**config.mk**
```make
export PLATFORM = sky130hd
export DESIGN_NAME = download_decoder
export DESIGN_NICKNAME = d
export VERILOG_FILES = /design/src/source/cabinet_pkg.sv /design/src/source/download_decoder.sv
export SDC_FILE = /design/constraint.sdc
export NUM_CORES = 1
export LEC_CHECK = 0
export BUFFER_PORTS_ARGS = -buffer_cell sky130_fd_sc_hd__buf_2
export CAP_MARGIN = 20
export CORE_MARGIN = 4
export CORE_UTILIZATION = 25
export DETAILED_ROUTE_END_ITERATION = 6
export SLEW_MARGIN = 0
export SYNTH_ARGS = -nofsm -noshare
export SYNTH_HDL_FRONTEND = slang
export SYNTH_SLANG_ARGS = --single-unit
```
**constraint.sdc**
```tcl
create_clock -name clk_sys -period 1.75 [get_ports clk_sys]
set_input_delay 0.0875 -clock clk_sys [delete_from_list [all_inputs] [get_ports clk_sys]]
set_output_delay 0.0875 -clock clk_sys [all_outputs]
set_load 0.02 [all_outputs]
```
**src/source/cabinet_pkg.sv**
```systemverilog
// Control-path definitions for the cabinet logic: game codes, download indices and joystick bits
package cabinet_pkg;

	// ========================================================================
	// Game selection
	// ========================================================================

	// Code written to download index 1 by the loader
	typedef enum logic [1:0] {
		GAME_TAPPER  = 2'd0,
		GAME_TIMBER  = 2'd1,
		GAME_DOTRON  = 2'd2,
		GAME_JOURNEY = 2'd3
	} game_t;

	// ========================================================================
	// Download stream
	// ========================================================================

	localparam logic [7:0] IDX_ROM  = 8'd0;
	localparam logic [7:0] IDX_GAME = 8'd1;
	localparam logic [7:0] IDX_DIP  = 8'd254;

	localparam int IOCTL_ADDR_W = 25;

	// ========================================================================
	// Joystick words and board ports
	// ========================================================================

	localparam int JOY_W = 16;

	// Bit positions inside one player joystick word
	localparam int JOY_RIGHT  = 0;
	localparam int JOY_LEFT   = 1;
	localparam int JOY_DOWN   = 2;
	localparam int JOY_UP     = 3;
	localparam int JOY_FIRE_A = 4;
	localparam int JOY_FIRE_B = 5;
	localparam int JOY_FIRE_C = 6;
	localparam int JOY_FIRE_D = 7;
	// Bits 8 and 9 carry the rotate buttons, unused here
	localparam int JOY_START1 = 10;
	localparam int JOY_START2 = 11;
	localparam int JOY_COIN   = 12;

	// DIP switch bytes loaded at index 254
	localparam int DIP_BANKS = 8;

	// One active-low board input port
	typedef logic [7:0] port_byte_t;

endpackage

```
**src/source/download_decoder.sv**
```systemverilog
// Download stage; routes indexed ioctl bytes to the ROM write port, game register and DIP bank
module download_decoder #(
	parameter int ROM_ADDR_W = 16
) (
	input  logic                                  clk_sys,
	input  logic                                  rst_n,
	input  logic                                  ioctl_download,
	input  logic                                  ioctl_wr,
	input  logic [7:0]                            ioctl_index,
	input  logic [cabinet_pkg::IOCTL_ADDR_W-1:0]  ioctl_addr,
	input  logic [7:0]                            ioctl_dout,
	output logic                                  rom_we,
	output logic [ROM_ADDR_W-1:0]                 rom_waddr,
	output logic [7:0]                            rom_wdata,
	output cabinet_pkg::game_t                    game,
	output cabinet_pkg::port_byte_t               dip_bank [cabinet_pkg::DIP_BANKS],
	output logic                                  rom_loading,
	output logic                                  rom_loaded
);
	import cabinet_pkg::*;

	localparam int DIP_SEL_W = $clog2(DIP_BANKS);

	logic rom_hit;
	logic loading_q;
	logic load_done;

	// ROM transfer in progress, seen by the reset sequencer without delay
	assign rom_loading = ioctl_download && (ioctl_index == IDX_ROM);

	// Writes beyond the ROM size are dropped
	assign rom_hit = (ioctl_addr[IOCTL_ADDR_W-1:ROM_ADDR_W] == '0);

	// ========================================================================
	// Program ROM write port
	// ========================================================================

	always_ff @(posedge clk_sys) begin
		if (!rst_n) begin
			rom_we <= 1'b0;
		end else begin
			rom_we <= ioctl_wr && rom_loading && rom_hit;
		end
	end

	always_ff @(posedge clk_sys) begin
		rom_waddr <= ioctl_addr[ROM_ADDR_W-1:0];
		rom_wdata <= ioctl_dout;
	end

	// ========================================================================
	// Game select and DIP switches
	// ========================================================================

	always_ff @(posedge clk_sys) begin
		if (!rst_n) begin
			game     <= GAME_TAPPER;
			dip_bank <= '{default: 8'hff};
		end else if (ioctl_wr) begin
			// Codes above 3 are not a known game, keep the current one
			if (ioctl_index == IDX_GAME && ioctl_dout[7:2] == '0)
				game <= game_t'(ioctl_dout[1:0]);
			if (ioctl_index == IDX_DIP && ioctl_addr < IOCTL_ADDR_W'(DIP_BANKS))
				dip_bank[ioctl_addr[DIP_SEL_W-1:0]] <= ioctl_dout;
		end
	end

	// End of ROM load, two stages after the level drops
	always_ff @(posedge clk_sys) begin
		if (!rst_n) begin
			loading_q  <= 1'b0;
			load_done  <= 1'b0;
			rom_loaded <= 1'b0;
		end else begin
			loading_q  <= rom_loading;
			load_done  <= loading_q && !rom_loading;
			rom_loaded <= rom_loaded || load_done;
		end
	end

	// Once loaded, the board keeps its ROM until the next reset
	a_loaded_sticky: assert property (@(posedge clk_sys) disable iff (!rst_n)
		$past(rst_n) |-> !$fell(rom_loaded))
		else $error("rom_loaded fell outside reset");

endmodule

```
==> results of run 1 <==
-- critical path, delay by kind of cell --
kind	cells	cell delay, ps
and+or+nand+nor	3	1210
buffers and inverters	2	280
-- per-stage QoR --
step	util (%)	total power, uW	hold WS (ps)
global placement	34.4	2460	204
floorplan	-	2330	115
CTS	39.5	4950	4.89
global route	39.8	5070	33.2
detailed placement	34.4	2460	206
finish	39.8	4890	19.0
-- worst max path at each step --
stage,from,to
after floorplan,ioctl_addr[16],dip_bank[10]$_SDFFE_PN1P_
after global placement,ioctl_addr[16],dip_bank[46]$_SDFFE_PN1P_
after detailed placement,ioctl_addr[16],dip_bank[41]$_SDFFE_PN1P_
after CTS,ioctl_index[6],rom_loading
after global routing,ioctl_index[6],rom_loading
final,ioctl_index[6],rom_loading
-- Yosys cell counts (3+ instances only) --
cell type | number | area [sq um]
sky130_fd_sc_hd__nand4_2 | 3 | 37.5
sky130_fd_sc_hd__nor2_1 | 78 | 293
sky130_fd_sc_hd__or4_1 | 4 | 30.0
sky130_fd_sc_hd__clkbuf_1 | 10 | 37.5
sky130_fd_sc_hd__nor4_1 | 4 | 25.0
sky130_fd_sc_hd__buf_1 | 3 | 11.3
sky130_fd_sc_hd__dfxtp_1 | 94 | 1880
sky130_fd_sc_hd__mux2i_1 | 64 | 641
sky130_fd_sc_hd__nand4b_1 | 3 | 26.3
-- layer usage --
| layer | up-vias | share of wire (%) | global-route usage [%] |
|---|---|---|---|
| li1 | 1336 | - | - |
| met1 | 1264 | 42 | 15.6 |
| met2 | 99 | 48 | 23.7 |
| met3 | 17 | 7.8 | 4.86 |
| met4 | 0 | 2.1 | 5.67 |
| met5 | - | 0 | 0 |
-- layout make-up --
class / count / area, sq um / area share, %
clock inverter: 5 / 129 / 2.65
multi-input combinational: 181 / 1270 / 26.1
tap: 168 / 210 / 4.33
inverter: 2 / 7.51 / 0.155
clock buffer: 11 / 253 / 5.20
sequential: 94 / 1880 / 38.8
timing repair buffer: 174 / 1110 / 22.8
-- cell families (layout without fill, tap and decap cells) --
kind of cell,after synthesis,in the layout,synth area share (%)
AOI/OAI and AO/OA,4,4,0.630
buffers and inverters,15,192,1.77
DFF,94,94,59.2
muxes,64,64,20.1
and+or+nand+nor,113,113,18.3
-- power breakdown --
part | switching (uW) | internal [uW]
sequential | 6.27 | 2170
combinational | 168 | 113
clock | 816 | 1620
total | 991 | 3900
-- timing repair --
item                                    4_1_cts  5_1_grt
endpoints found under the setup margin        1       63
hold buffers                                 24        0
setup buffers                                 1        0
gates resized for setup                       0        9
hold endpoints to repair                     24        0
pin swaps                                     1        3
-- state kept, by name, summed over array words and instances, names as in the netlist --
register	count
dip_bank	64
game	2
loading_q	1
rom_we	1
rom_waddr	16
rom_wdata	8
load_done	1
rom_loaded	1
==> metrics.txt, run 1 <==
# TYPE chip_impl_metric gauge
chip_impl_info{name="min-delay-path-class",value="input port to register"} 1
chip_impl_metric{name="syn_area",unit="sq mm"} 0.00318
chip_impl_info{name="mostFrequentLayoutCells",value="sky130_fd_sc_hd__buf_2 (134), sky130_fd_sc_hd__dfxtp_1 (94), sky130_fd_sc_hd__nor2_1 (78)"} 1
chip_impl_metric{name="timing.fmax",unit="MHz"} 600
chip_impl_metric{name="leakage",unit="uW"} 0.00245
chip_impl_metric{name="global_route.overflow_total",unit=""} 0
chip_impl_info{name="result_of_the_run",value="completed"} 1
chip_impl_metric{name="nets",unit=""} 507
chip_impl_metric{name="ios",unit=""} 138
chip_impl_metric{name="starting_density_of_the_core",unit="%"} 26.0
chip_impl_metric{name="rrSetupSlack",unit="ps"} 1080
chip_impl_metric{name="floorplan_core_area",unit="sq mm"} 0.0122
chip_impl_info{name="hold_path_end",value="loading_q$_SDFF_PN0_"} 1
chip_impl_info{name="min_from",value="rst_n"} 1
chip_impl_metric{name="drive_gt1_share",unit="%"} 37.9
chip_impl_metric{name="cts_clk_pin_slew_worst_paths",unit="ps"} 60
chip_impl_metric{name="postPlaceCellArea",unit="sq mm"} 0.00420
chip_impl_metric{name="antenna_cells_inserted",unit=""} 0
chip_impl_metric{name="vdd.ir_drop.worst",unit="mV"} 0.521
chip_impl_metric{name="area_delta_synth_final",unit="%"} 52.7
chip_impl_metric{name="grt_pass1_vias",unit=""} 2876
chip_impl_metric{name="timing.final.hold_violations",unit=""} 0
chip_impl_metric{name="grt_pass1_wl",unit="mm"} 15.3
chip_impl_metric{name="grt_max_degree",unit=""} 59
chip_impl_metric{name="worst_slew_margin_rel",unit="%"} 31.6
chip_impl_metric{name="gp_routability_congestion",unit=""} 0.718
chip_impl_metric{name="chipHeight",unit="um"} 121
chip_impl_info{name="timing.critical_path.cells",value="buf_2, or4_4, or4_4, nor3b_4, buf_4"} 1
chip_impl_metric{name="synth_area_per_cell",unit="sq um"} 11.0
chip_impl_metric{name="worst_hold_path.num_cells",unit=""} 2
chip_impl_metric{name="placedCellCount",unit=""} 596
chip_impl_metric{name="synth.distinct_cells",unit=""} 25
chip_impl_info{name="ctsRootBufferMaster",value="sky130_fd_sc_hd__clkbuf_16"} 1
chip_impl_metric{name="mappedNetlistNets",unit=""} 335
chip_impl_metric{name="r2r.worst_path.cells",unit=""} 2
chip_impl_metric{name="skew",unit="ps"} 1.58
chip_impl_metric{name="antenna_found_initial",unit=""} 0
chip_impl_metric{name="final_cell_area",unit="sq mm"} 0.00486
chip_impl_metric{name="core.rowCount",unit=""} 40
chip_impl_metric{name="post-route-worst-setup-slack",unit="ps"} 84.3
chip_impl_metric{name="slowest_delay",unit="ps"} 530
chip_impl_metric{name="io_buffers",unit=""} 137
chip_impl_metric{name="detail_route.wirelength",unit="mm"} 10.0
chip_impl_metric{name="htree_num_levels",unit=""} 3
chip_impl_info{name="rr_endpoint",value="dip_bank[29]$_SDFFE_PN1P_"} 1
chip_impl_info{name="layout.cells.most_common",value="sky130_fd_sc_hd__buf_2"} 1
chip_impl_info{name="critical_path_start_type",value="input port"} 1
chip_impl_metric{name="number_of_remaining_drc_errors",unit=""} 0
chip_impl_metric{name="setup_tns",unit="ps"} 0
chip_impl_info{name="cp_most_frequent_cell",value="sky130_fd_sc_hd__or4_4"} 1
chip_impl_info{name="worst_r2r_startpoint",value="dip_bank[29]$_SDFFE_PN1P_"} 1
chip_impl_metric{name="cts_inserted_buffers",unit=""} 9
chip_impl_metric{name="syn_inst",unit=""} 290
chip_impl_metric{name="period_share",unit="%"} 95.2
chip_impl_metric{name="number_of_synthesized_flops_with_an_enable_pin",unit=""} 0
chip_impl_metric{name="setup_viol",unit=""} 0
chip_impl_metric{name="timing_worst_slew_pin_value",unit="ps"} 1020
chip_impl_metric{name="track_usage",unit="%"} 13.8
chip_impl_metric{name="cap_viol_max_count",unit=""} 0
chip_impl_metric{name="vias",unit=""} 2716
chip_impl_metric{name="drt_first_iter_violations",unit=""} 138
chip_impl_info{name="synth_flop_cell",value="sky130_fd_sc_hd__dfxtp_1"} 1
chip_impl_info{name="path_class",value="input port to output port"} 1
chip_impl_metric{name="clock_sink_count",unit=""} 94
chip_impl_metric{name="route.antenna.remaining_nets",unit=""} 0
chip_impl_info{name="rsz0062_at_grt",value="no"} 1
chip_impl_metric{name="critPathArrivalTime",unit="ps"} 1580
chip_impl_info{name="tritoncts",value="yes"} 1
chip_impl_metric{name="place_hpwl",unit="mm"} 7.03
chip_impl_metric{name="routed_via_density",unit=""} 4.28
chip_impl_metric{name="timing.final.crit_period",unit="ps"} 1670
chip_impl_metric{name="detail_route.first_pass.iterations",unit=""} 4
chip_impl_metric{name="yosys_register_bits",unit=""} 94
chip_impl_metric{name="dpl_worst_slack",unit="ps"} -197
chip_impl_info{name="crit_path_top_delay_cell",value="sky130_fd_sc_hd__or4_4"} 1
chip_impl_metric{name="detail_route.wl_per_cell",unit="um"} 15.8
chip_impl_metric{name="floorplan.die_area",unit="sq mm"} 0.0146
chip_impl_metric{name="worst_skew_pair.late_latency",unit="ps"} 340
chip_impl_metric{name="final-max-slew-violation-count",unit=""} 0
chip_impl_metric{name="cp.required",unit="ps"} 1660
chip_impl_metric{name="power.density",unit="mW/mm^2"} 1010
chip_impl_metric{name="proportion_of_register_bits_with_asynchronous_set_or_reset_after_synthesis",unit="%"} 0
chip_impl_metric{name="yosys_warnings",unit=""} 0
chip_impl_info{name="end_kind",value="output port"} 1
chip_impl_metric{name="fillCellCount",unit=""} 1228
chip_impl_metric{name="cts_buffer_depth",unit=""} 2
chip_impl_metric{name="synth_seq_area_share",unit="%"} 59.2
chip_impl_metric{name="stdcell_count",unit=""} 635
chip_impl_metric{name="floorplan.die.width",unit="um"} 121
chip_impl_metric{name="worstPathMaxFanout",unit=""} 3
Note: power is estimated with default switching activity, not from simulation.
==> run 2, diff against run 1 <==
- REMOVE_ABC_BUFFERS: default -> 1
==> metrics.txt, run 2 (same netlist as run 1, synthesis figures left out) <==
# TYPE chip_impl_metric gauge
chip_impl_metric{name="route.met3.wl",unit="um"} 532
chip_impl_info{name="end_kind",value="register"} 1
chip_impl_metric{name="gp_routability_congestion",unit=""} 0.780
chip_impl_metric{name="final-max-slew-violation-count",unit=""} 0
chip_impl_metric{name="detail_route.wirelength",unit="mm"} 9.95
chip_impl_metric{name="worst_skew_pair.late_latency",unit="ps"} 330
chip_impl_info{name="ctsRootBufferMaster",value="sky130_fd_sc_hd__clkbuf_16"} 1
chip_impl_metric{name="timing.fmax",unit="MHz"} 585
chip_impl_info{name="maxUsedRoutingLayer",value="met4"} 1
chip_impl_metric{name="placedCellCount",unit=""} 612
chip_impl_metric{name="floorplan.die.width",unit="um"} 121
chip_impl_metric{name="htree_num_levels",unit=""} 3
chip_impl_metric{name="grt_max_degree",unit=""} 27
chip_impl_info{name="critical_path_start_type",value="input port"} 1
chip_impl_metric{name="hold_ws",unit="ps"} 82.3
chip_impl_metric{name="timing.final.hold_violations",unit=""} 0
chip_impl_metric{name="total_power",unit="uW"} 4270
chip_impl_metric{name="io_buffers",unit=""} 137
chip_impl_metric{name="leakage",unit="uW"} 0.00246
chip_impl_metric{name="detail_route.wl_per_cell",unit="um"} 15.3
chip_impl_info{name="min-delay-path-class",value="input port to register"} 1
chip_impl_metric{name="cts_inserted_buffers",unit=""} 9
chip_impl_metric{name="drt_first_iter_violations",unit=""} 91
chip_impl_info{name="mostFrequentLayoutCells",value="sky130_fd_sc_hd__buf_2 (133), sky130_fd_sc_hd__dfxtp_1 (94), sky130_fd_sc_hd__nor2_1 (78)"} 1
chip_impl_metric{name="detail_route.first_pass.iterations",unit=""} 4
chip_impl_metric{name="global_route.overflow_total",unit=""} 0
chip_impl_metric{name="timing.final.crit_period",unit="ps"} 1710
chip_impl_metric{name="grt_pass1_vias",unit=""} 2961
chip_impl_info{name="result_of_the_run",value="completed"} 1
chip_impl_metric{name="number_of_remaining_drc_errors",unit=""} 0
chip_impl_metric{name="chipHeight",unit="um"} 121
chip_impl_metric{name="vdd.ir_drop.worst",unit="mV"} 0.377
chip_impl_metric{name="cp.required",unit="ps"} 1940
chip_impl_metric{name="route.antenna.remaining_nets",unit=""} 0
chip_impl_metric{name="area_delta_synth_final",unit="%"} 52.9
chip_impl_metric{name="floorplan.die_area",unit="sq mm"} 0.0146
chip_impl_info{name="tritoncts",value="yes"} 1
chip_impl_metric{name="routed-wl-met2",unit="mm"} 4.90
chip_impl_metric{name="clock_sink_count",unit=""} 94
chip_impl_metric{name="worstPathMaxFanout",unit=""} 8
chip_impl_info{name="crit_path_top_delay_cell",value="sky130_fd_sc_hd__dlygate4sd3_1"} 1
chip_impl_metric{name="setup_tns",unit="ps"} 0
chip_impl_metric{name="core.rowCount",unit=""} 40
chip_impl_metric{name="ios",unit=""} 138
chip_impl_metric{name="fillCellCount",unit=""} 1231
chip_impl_metric{name="period_share",unit="%"} 97.6
chip_impl_info{name="rsz0062_at_grt",value="no"} 1
chip_impl_metric{name="routed_via_density",unit=""} 4.27
chip_impl_metric{name="cts_buffer_depth",unit=""} 2
chip_impl_metric{name="stdcell_count",unit=""} 651
chip_impl_metric{name="postPlaceCellArea",unit="sq mm"} 0.00430
chip_impl_metric{name="detail_route.wirelength.met1",unit="mm"} 4.15
chip_impl_info{name="regMostFlops",value="dip_bank"} 1
chip_impl_metric{name="cap_viol_max_count",unit=""} 0
chip_impl_metric{name="skew",unit="ps"} 0.665
chip_impl_metric{name="worst_slew_margin_rel",unit="%"} 57.6
chip_impl_info{name="reg_top3",value="dip_bank x64, rom_waddr x16, rom_wdata x8"} 1
chip_impl_metric{name="cts_clk_pin_slew_worst_paths",unit="ps"} 70
chip_impl_metric{name="track_usage",unit="%"} 13.9
chip_impl_metric{name="vias",unit=""} 2777
chip_impl_metric{name="timing_worst_slew_pin_value",unit="ps"} 634
chip_impl_metric{name="critPathArrivalTime",unit="ps"} 1900
chip_impl_metric{name="setup_viol",unit=""} 0
chip_impl_metric{name="antenna_found_initial",unit=""} 0
chip_impl_metric{name="place_hpwl",unit="mm"} 7.44
chip_impl_metric{name="antenna_cells_inserted",unit=""} 0
chip_impl_metric{name="power.density",unit="mW/mm^2"} 878
chip_impl_metric{name="starting_density_of_the_core",unit="%"} 26.0
chip_impl_metric{name="floorplan_core_area",unit="sq mm"} 0.0122
chip_impl_metric{name="final_cell_area",unit="sq mm"} 0.00486
chip_impl_info{name="timing.critical_path.cells",value="dlygate4sd3_1, buf_2, nor4_2, and4_1, buf_12, nand4b_1, buf_6, mux2i_1"} 1
chip_impl_metric{name="slowest_delay",unit="ps"} 540
chip_impl_info{name="path_class",value="input port to register"} 1
chip_impl_info{name="layout.cells.most_common",value="sky130_fd_sc_hd__buf_2"} 1
chip_impl_metric{name="nets",unit=""} 523
chip_impl_metric{name="largest_reg_flops",unit=""} 64
chip_impl_metric{name="grt_pass1_wl",unit="mm"} 15.7
chip_impl_metric{name="drive_gt1_share",unit="%"} 39.3
-- run 2: changes by cell type in the layout (fill, tap and decap cells not counted), sizes merged --
cell	change
buf	+15
bufinv	-4
clkbuf	+1
clkinv	+1
clkinvlp	+2
dlymetal6s4s	+1
-- run 2: what timing repair did --
item | in CTS | in global routing
buffers inserted | 0 | 1
gates resized for setup | 3 | 7
pin swaps | 0 | 5
hold endpoints to repair | 25 | 0
endpoints found under the setup margin | 1 | 44
hold buffers | 25 | 0
cloned | 0 | 0
-- run 2: cell type report --
class	count	area, sq um	area share, %
clock inverters	4	32.5	0.669
inverters	2	7.51	0.154
multi-input cells	181	1260	25.9
clock buffers	12	246	5.07
repair buffers	190	1220	25.2
flip-flops and latches	94	1880	38.7
well taps	168	210	4.32
-- run 2: worst paths after layout --
kind | from | end | slack (ps) | cells past startpoint
hold reg to reg | loading_q$_SDFF_PN0_ | load_done$_SDFF_PN0_ | 430 | 2
hold / removal | ioctl_addr[13] | rom_waddr[13]$_DFF_P_ | 80 | 2
setup reg to reg | dip_bank[60]$_SDFFE_PN1P_ | dip_bank[60]$_SDFFE_PN1P_ | 1060 | 2
setup / recovery | ioctl_addr[3] | dip_bank[60]$_SDFFE_PN1P_ | 40 | 8
-- run 2: critical path: cells and delay by family --
family | cells | cell delay (ps)
buffers and inverters | 4 | 1000
multiplexers | 1 | 120
AND/OR/NAND/NOR | 3 | 680
-- run 2: where the power goes --
| part | internal, uW | switching [uW] |
|---|---|---|
| clock | 1010 | 807 |
| combinational | 123 | 155 |
| sequential | 2170 | 6.44 |
| total | 3300 | 969 |
-- run 2: routing by layer --
metal	vias up	GRT usage (%)
met4	0	8.43
met3	21	3.23
met2	75	23.4
met1	1314	16.0
met5	-	0
li1	1367	-
-- run 2: per-stage QoR --
step	worst slack, ps	utilization (%)
4_1_cts	1.79	39.7
3_3_place_gp	-140	35.2
6_report	41.5	39.8
3_5_place_dp	-183	35.2
5_1_grt	1.66	39.8
2_1_floorplan	-288	-
==> run 3, diff against run 2 <==
- CORE_ASPECT_RATIO: default -> 1.2
==> metrics.txt, run 3 (same netlist as run 1, synthesis figures left out) <==
# TYPE chip_impl_metric gauge
chip_impl_metric{name="grt_max_degree",unit=""} 30
chip_impl_metric{name="placedCellCount",unit=""} 600
chip_impl_metric{name="worstPathMaxFanout",unit=""} 3
chip_impl_metric{name="drive_gt1_share",unit="%"} 38.8
chip_impl_metric{name="intPower",unit="uW"} 3580
chip_impl_metric{name="largest_reg_flops",unit=""} 64
chip_impl_metric{name="floorplan_core_area",unit="sq mm"} 0.0123
chip_impl_info{name="reg_top3",value="dip_bank x64, rom_waddr x16, rom_wdata x8"} 1
chip_impl_metric{name="stdcell_count",unit=""} 640
chip_impl_metric{name="cts_clk_pin_slew_worst_paths",unit="ps"} 60
chip_impl_metric{name="route.antenna.remaining_nets",unit=""} 0
chip_impl_metric{name="swShare",unit="%"} 21.1
chip_impl_metric{name="skew",unit="ps"} 0.0626
chip_impl_metric{name="clock_sink_count",unit=""} 94
chip_impl_metric{name="ios",unit=""} 138
chip_impl_info{name="timing.critical_path.max_delay_family",value="simple AND/OR/NAND/NOR gates"} 1
chip_impl_metric{name="starting_density_of_the_core",unit="%"} 25.9
chip_impl_metric{name="netSwitchingPower",unit="uW"} 957
chip_impl_metric{name="comb_power_share",unit="%"} 6.1
chip_impl_metric{name="chipHeight",unit="um"} 132
chip_impl_metric{name="floorplan.die_area",unit="sq mm"} 0.0146
chip_impl_metric{name="cp.required",unit="ps"} 1660
chip_impl_info{name="path_class",value="input port to output port"} 1
chip_impl_metric{name="cap_viol_max_count",unit=""} 0
chip_impl_metric{name="htree_num_levels",unit=""} 3
chip_impl_metric{name="worst_skew_pair.late_latency",unit="ps"} 330
chip_impl_info{name="crit_path_top_delay_cell",value="sky130_fd_sc_hd__or4_4"} 1
chip_impl_metric{name="timing.final.hold_violations",unit=""} 1
chip_impl_metric{name="power.density",unit="mW/mm^2"} 927
chip_impl_metric{name="period_share",unit="%"} 95.0
chip_impl_metric{name="antenna_cells_inserted",unit=""} 0
chip_impl_info{name="end_kind",value="output port"} 1
chip_impl_metric{name="postPlaceCellArea",unit="sq mm"} 0.00428
chip_impl_metric{name="grt_pass1_wl",unit="mm"} 15.5
chip_impl_metric{name="leakage",unit="uW"} 0.00249
chip_impl_metric{name="cts_buffer_depth",unit=""} 2
chip_impl_metric{name="vias",unit=""} 2761
chip_impl_metric{name="timing.fmax",unit="MHz"} 601
chip_impl_info{name="ctsRootBufferMaster",value="sky130_fd_sc_hd__clkbuf_16"} 1
chip_impl_metric{name="drt_first_iter_violations",unit=""} 107
chip_impl_metric{name="worst-path-buf-inv",unit=""} 3
chip_impl_metric{name="final-max-slew-violation-count",unit=""} 0
chip_impl_metric{name="place_hpwl",unit="mm"} 7.30
chip_impl_metric{name="track_usage",unit="%"} 13.6
chip_impl_metric{name="grt_pass1_vias",unit=""} 2836
chip_impl_metric{name="clkPwrFrac",unit="%"} 45.9
chip_impl_info{name="mostFrequentLayoutCells",value="sky130_fd_sc_hd__buf_2 (134), sky130_fd_sc_hd__dfxtp_1 (94), sky130_fd_sc_hd__nor2_1 (78)"} 1
chip_impl_metric{name="worst_slew_margin_rel",unit="%"} 52.4
chip_impl_metric{name="critPathArrivalTime",unit="ps"} 1580
chip_impl_metric{name="number_of_remaining_drc_errors",unit=""} 0
chip_impl_metric{name="setup_tns",unit="ps"} 0
chip_impl_metric{name="setup_viol",unit=""} 0
chip_impl_metric{name="timing_worst_slew_pin_value",unit="ps"} 711
chip_impl_metric{name="detail_route.wl_per_cell",unit="um"} 15.4
chip_impl_metric{name="p_seq_share",unit="%"} 47.9
chip_impl_info{name="regMostFlops",value="dip_bank"} 1
chip_impl_metric{name="nets",unit=""} 520
chip_impl_info{name="cp_most_frequent_cell",value="sky130_fd_sc_hd__or4_4"} 1
chip_impl_metric{name="detail_route.wirelength",unit="mm"} 9.85
chip_impl_metric{name="routed_via_density",unit=""} 4.31
chip_impl_metric{name="area_delta_synth_final",unit="%"} 53.9
chip_impl_metric{name="slowest_delay",unit="ps"} 530
chip_impl_info{name="failed_checks",value="negative hold slack"} 1
chip_impl_metric{name="antenna_found_initial",unit=""} 0
chip_impl_info{name="timing.critical_path.cells",value="buf_2, or4_4, or4_4, nor3b_2, buf_4, buf_6"} 1
chip_impl_metric{name="io_buffers",unit=""} 137
chip_impl_metric{name="final_cell_area",unit="sq mm"} 0.00489
chip_impl_info{name="critical_path_start_type",value="input port"} 1
chip_impl_metric{name="detail_route.first_pass.iterations",unit=""} 4
chip_impl_info{name="tritoncts",value="yes"} 1
chip_impl_metric{name="floorplan.die.width",unit="um"} 111
chip_impl_metric{name="global_route.overflow_total",unit=""} 0
chip_impl_metric{name="hold_ws",unit="ps"} -8.00
chip_impl_info{name="layout.cells.most_common",value="sky130_fd_sc_hd__buf_2"} 1
chip_impl_metric{name="gp_routability_congestion",unit=""} 0.863
chip_impl_metric{name="timing.final.crit_period",unit="ps"} 1660
chip_impl_info{name="min-delay-path-class",value="input port to register"} 1
chip_impl_metric{name="core.rowCount",unit=""} 44
chip_impl_info{name="result_of_the_run",value="finished, violations left"} 1
chip_impl_metric{name="cts_inserted_buffers",unit=""} 9
chip_impl_metric{name="vdd.ir_drop.worst",unit="mV"} 0.467
-- run 3: cell count changes in the layout (fill, tap and decap cells not counted), sizes merged --
cell,delta
clkinvlp,-2
dlymetal6s4s,+1
clkinv,-1
bufinv,+2
buf,-4
-- run 3: per-layer routing --
metal | track usage, % | vias up | routed length, um
li1 | - | 1361 | -
met3 | 5.20 | 12 | 747
met5 | 0 | - | 0
met2 | 23.2 | 100 | 4840
met4 | 3.97 | 0 | 141
met1 | 15.8 | 1288 | 4120
-- run 3: path summary, 6_finish.rpt --
| path | start | endpoint | slack, ps | cells after the start |
|---|---|---|---|---|
| worst max-delay path | ioctl_index[6] | rom_loading | 90 | 6 |
| worst min-delay path | ioctl_addr[8] | rom_waddr[8]$_DFF_P_ | -8 | 1 |
| worst max register to register | dip_bank[27]$_SDFFE_PN1P_ | dip_bank[27]$_SDFFE_PN1P_ | 1100 | 2 |
| worst min register to register | loading_q$_SDFF_PN0_ | load_done$_SDFF_PN0_ | 430 | 2 |
-- run 3: through the flow --
stage | hold slack [ps] | utilization, % | worst slack, ps | total power [uW]
after floorplan | 115 | - | -288 | 2320
after global placement | 207 | 34.9 | -199 | 2450
after detailed placement | 206 | 34.9 | -219 | 2460
after CTS | 96.4 | 39.6 | 10.0 | 4600
after global routing | 10.7 | 39.8 | -38.5 | 4720
final | -8.00 | 39.8 | 86.7 | 4540
-- run 3: power by group through the flow --
stage | clock (uW) | combinational, uW | sequential [uW]
CTS | 2150 | 280 | 2170
global route | 2240 | 303 | 2180
global placement | 0 | 232 | 2220
floorplan | 0 | 56.0 | 2260
finish | 2080 | 279 | 2170
detailed placement | 0 | 236 | 2220
-- run 3: cell type report --
cell class,instances,area [sq um]
fill,1215,7380
timing repair buffer,187,1220
multi-input combinational,181,1260
inverter,2,7.51
sequential,94,1880
clock inverter,3,68.8
clock buffer,12,246
tap,161,201
-- run 3: timing repair --
item | 4_1_cts | 5_1_grt
pin swaps | 0 | 3
gates resized for setup | 4 | 7
setup endpoints to repair | 1 | 42
buffers inserted | 0 | 1
hold buffers | 25 | 1
hold endpoints to repair | 25 | 1
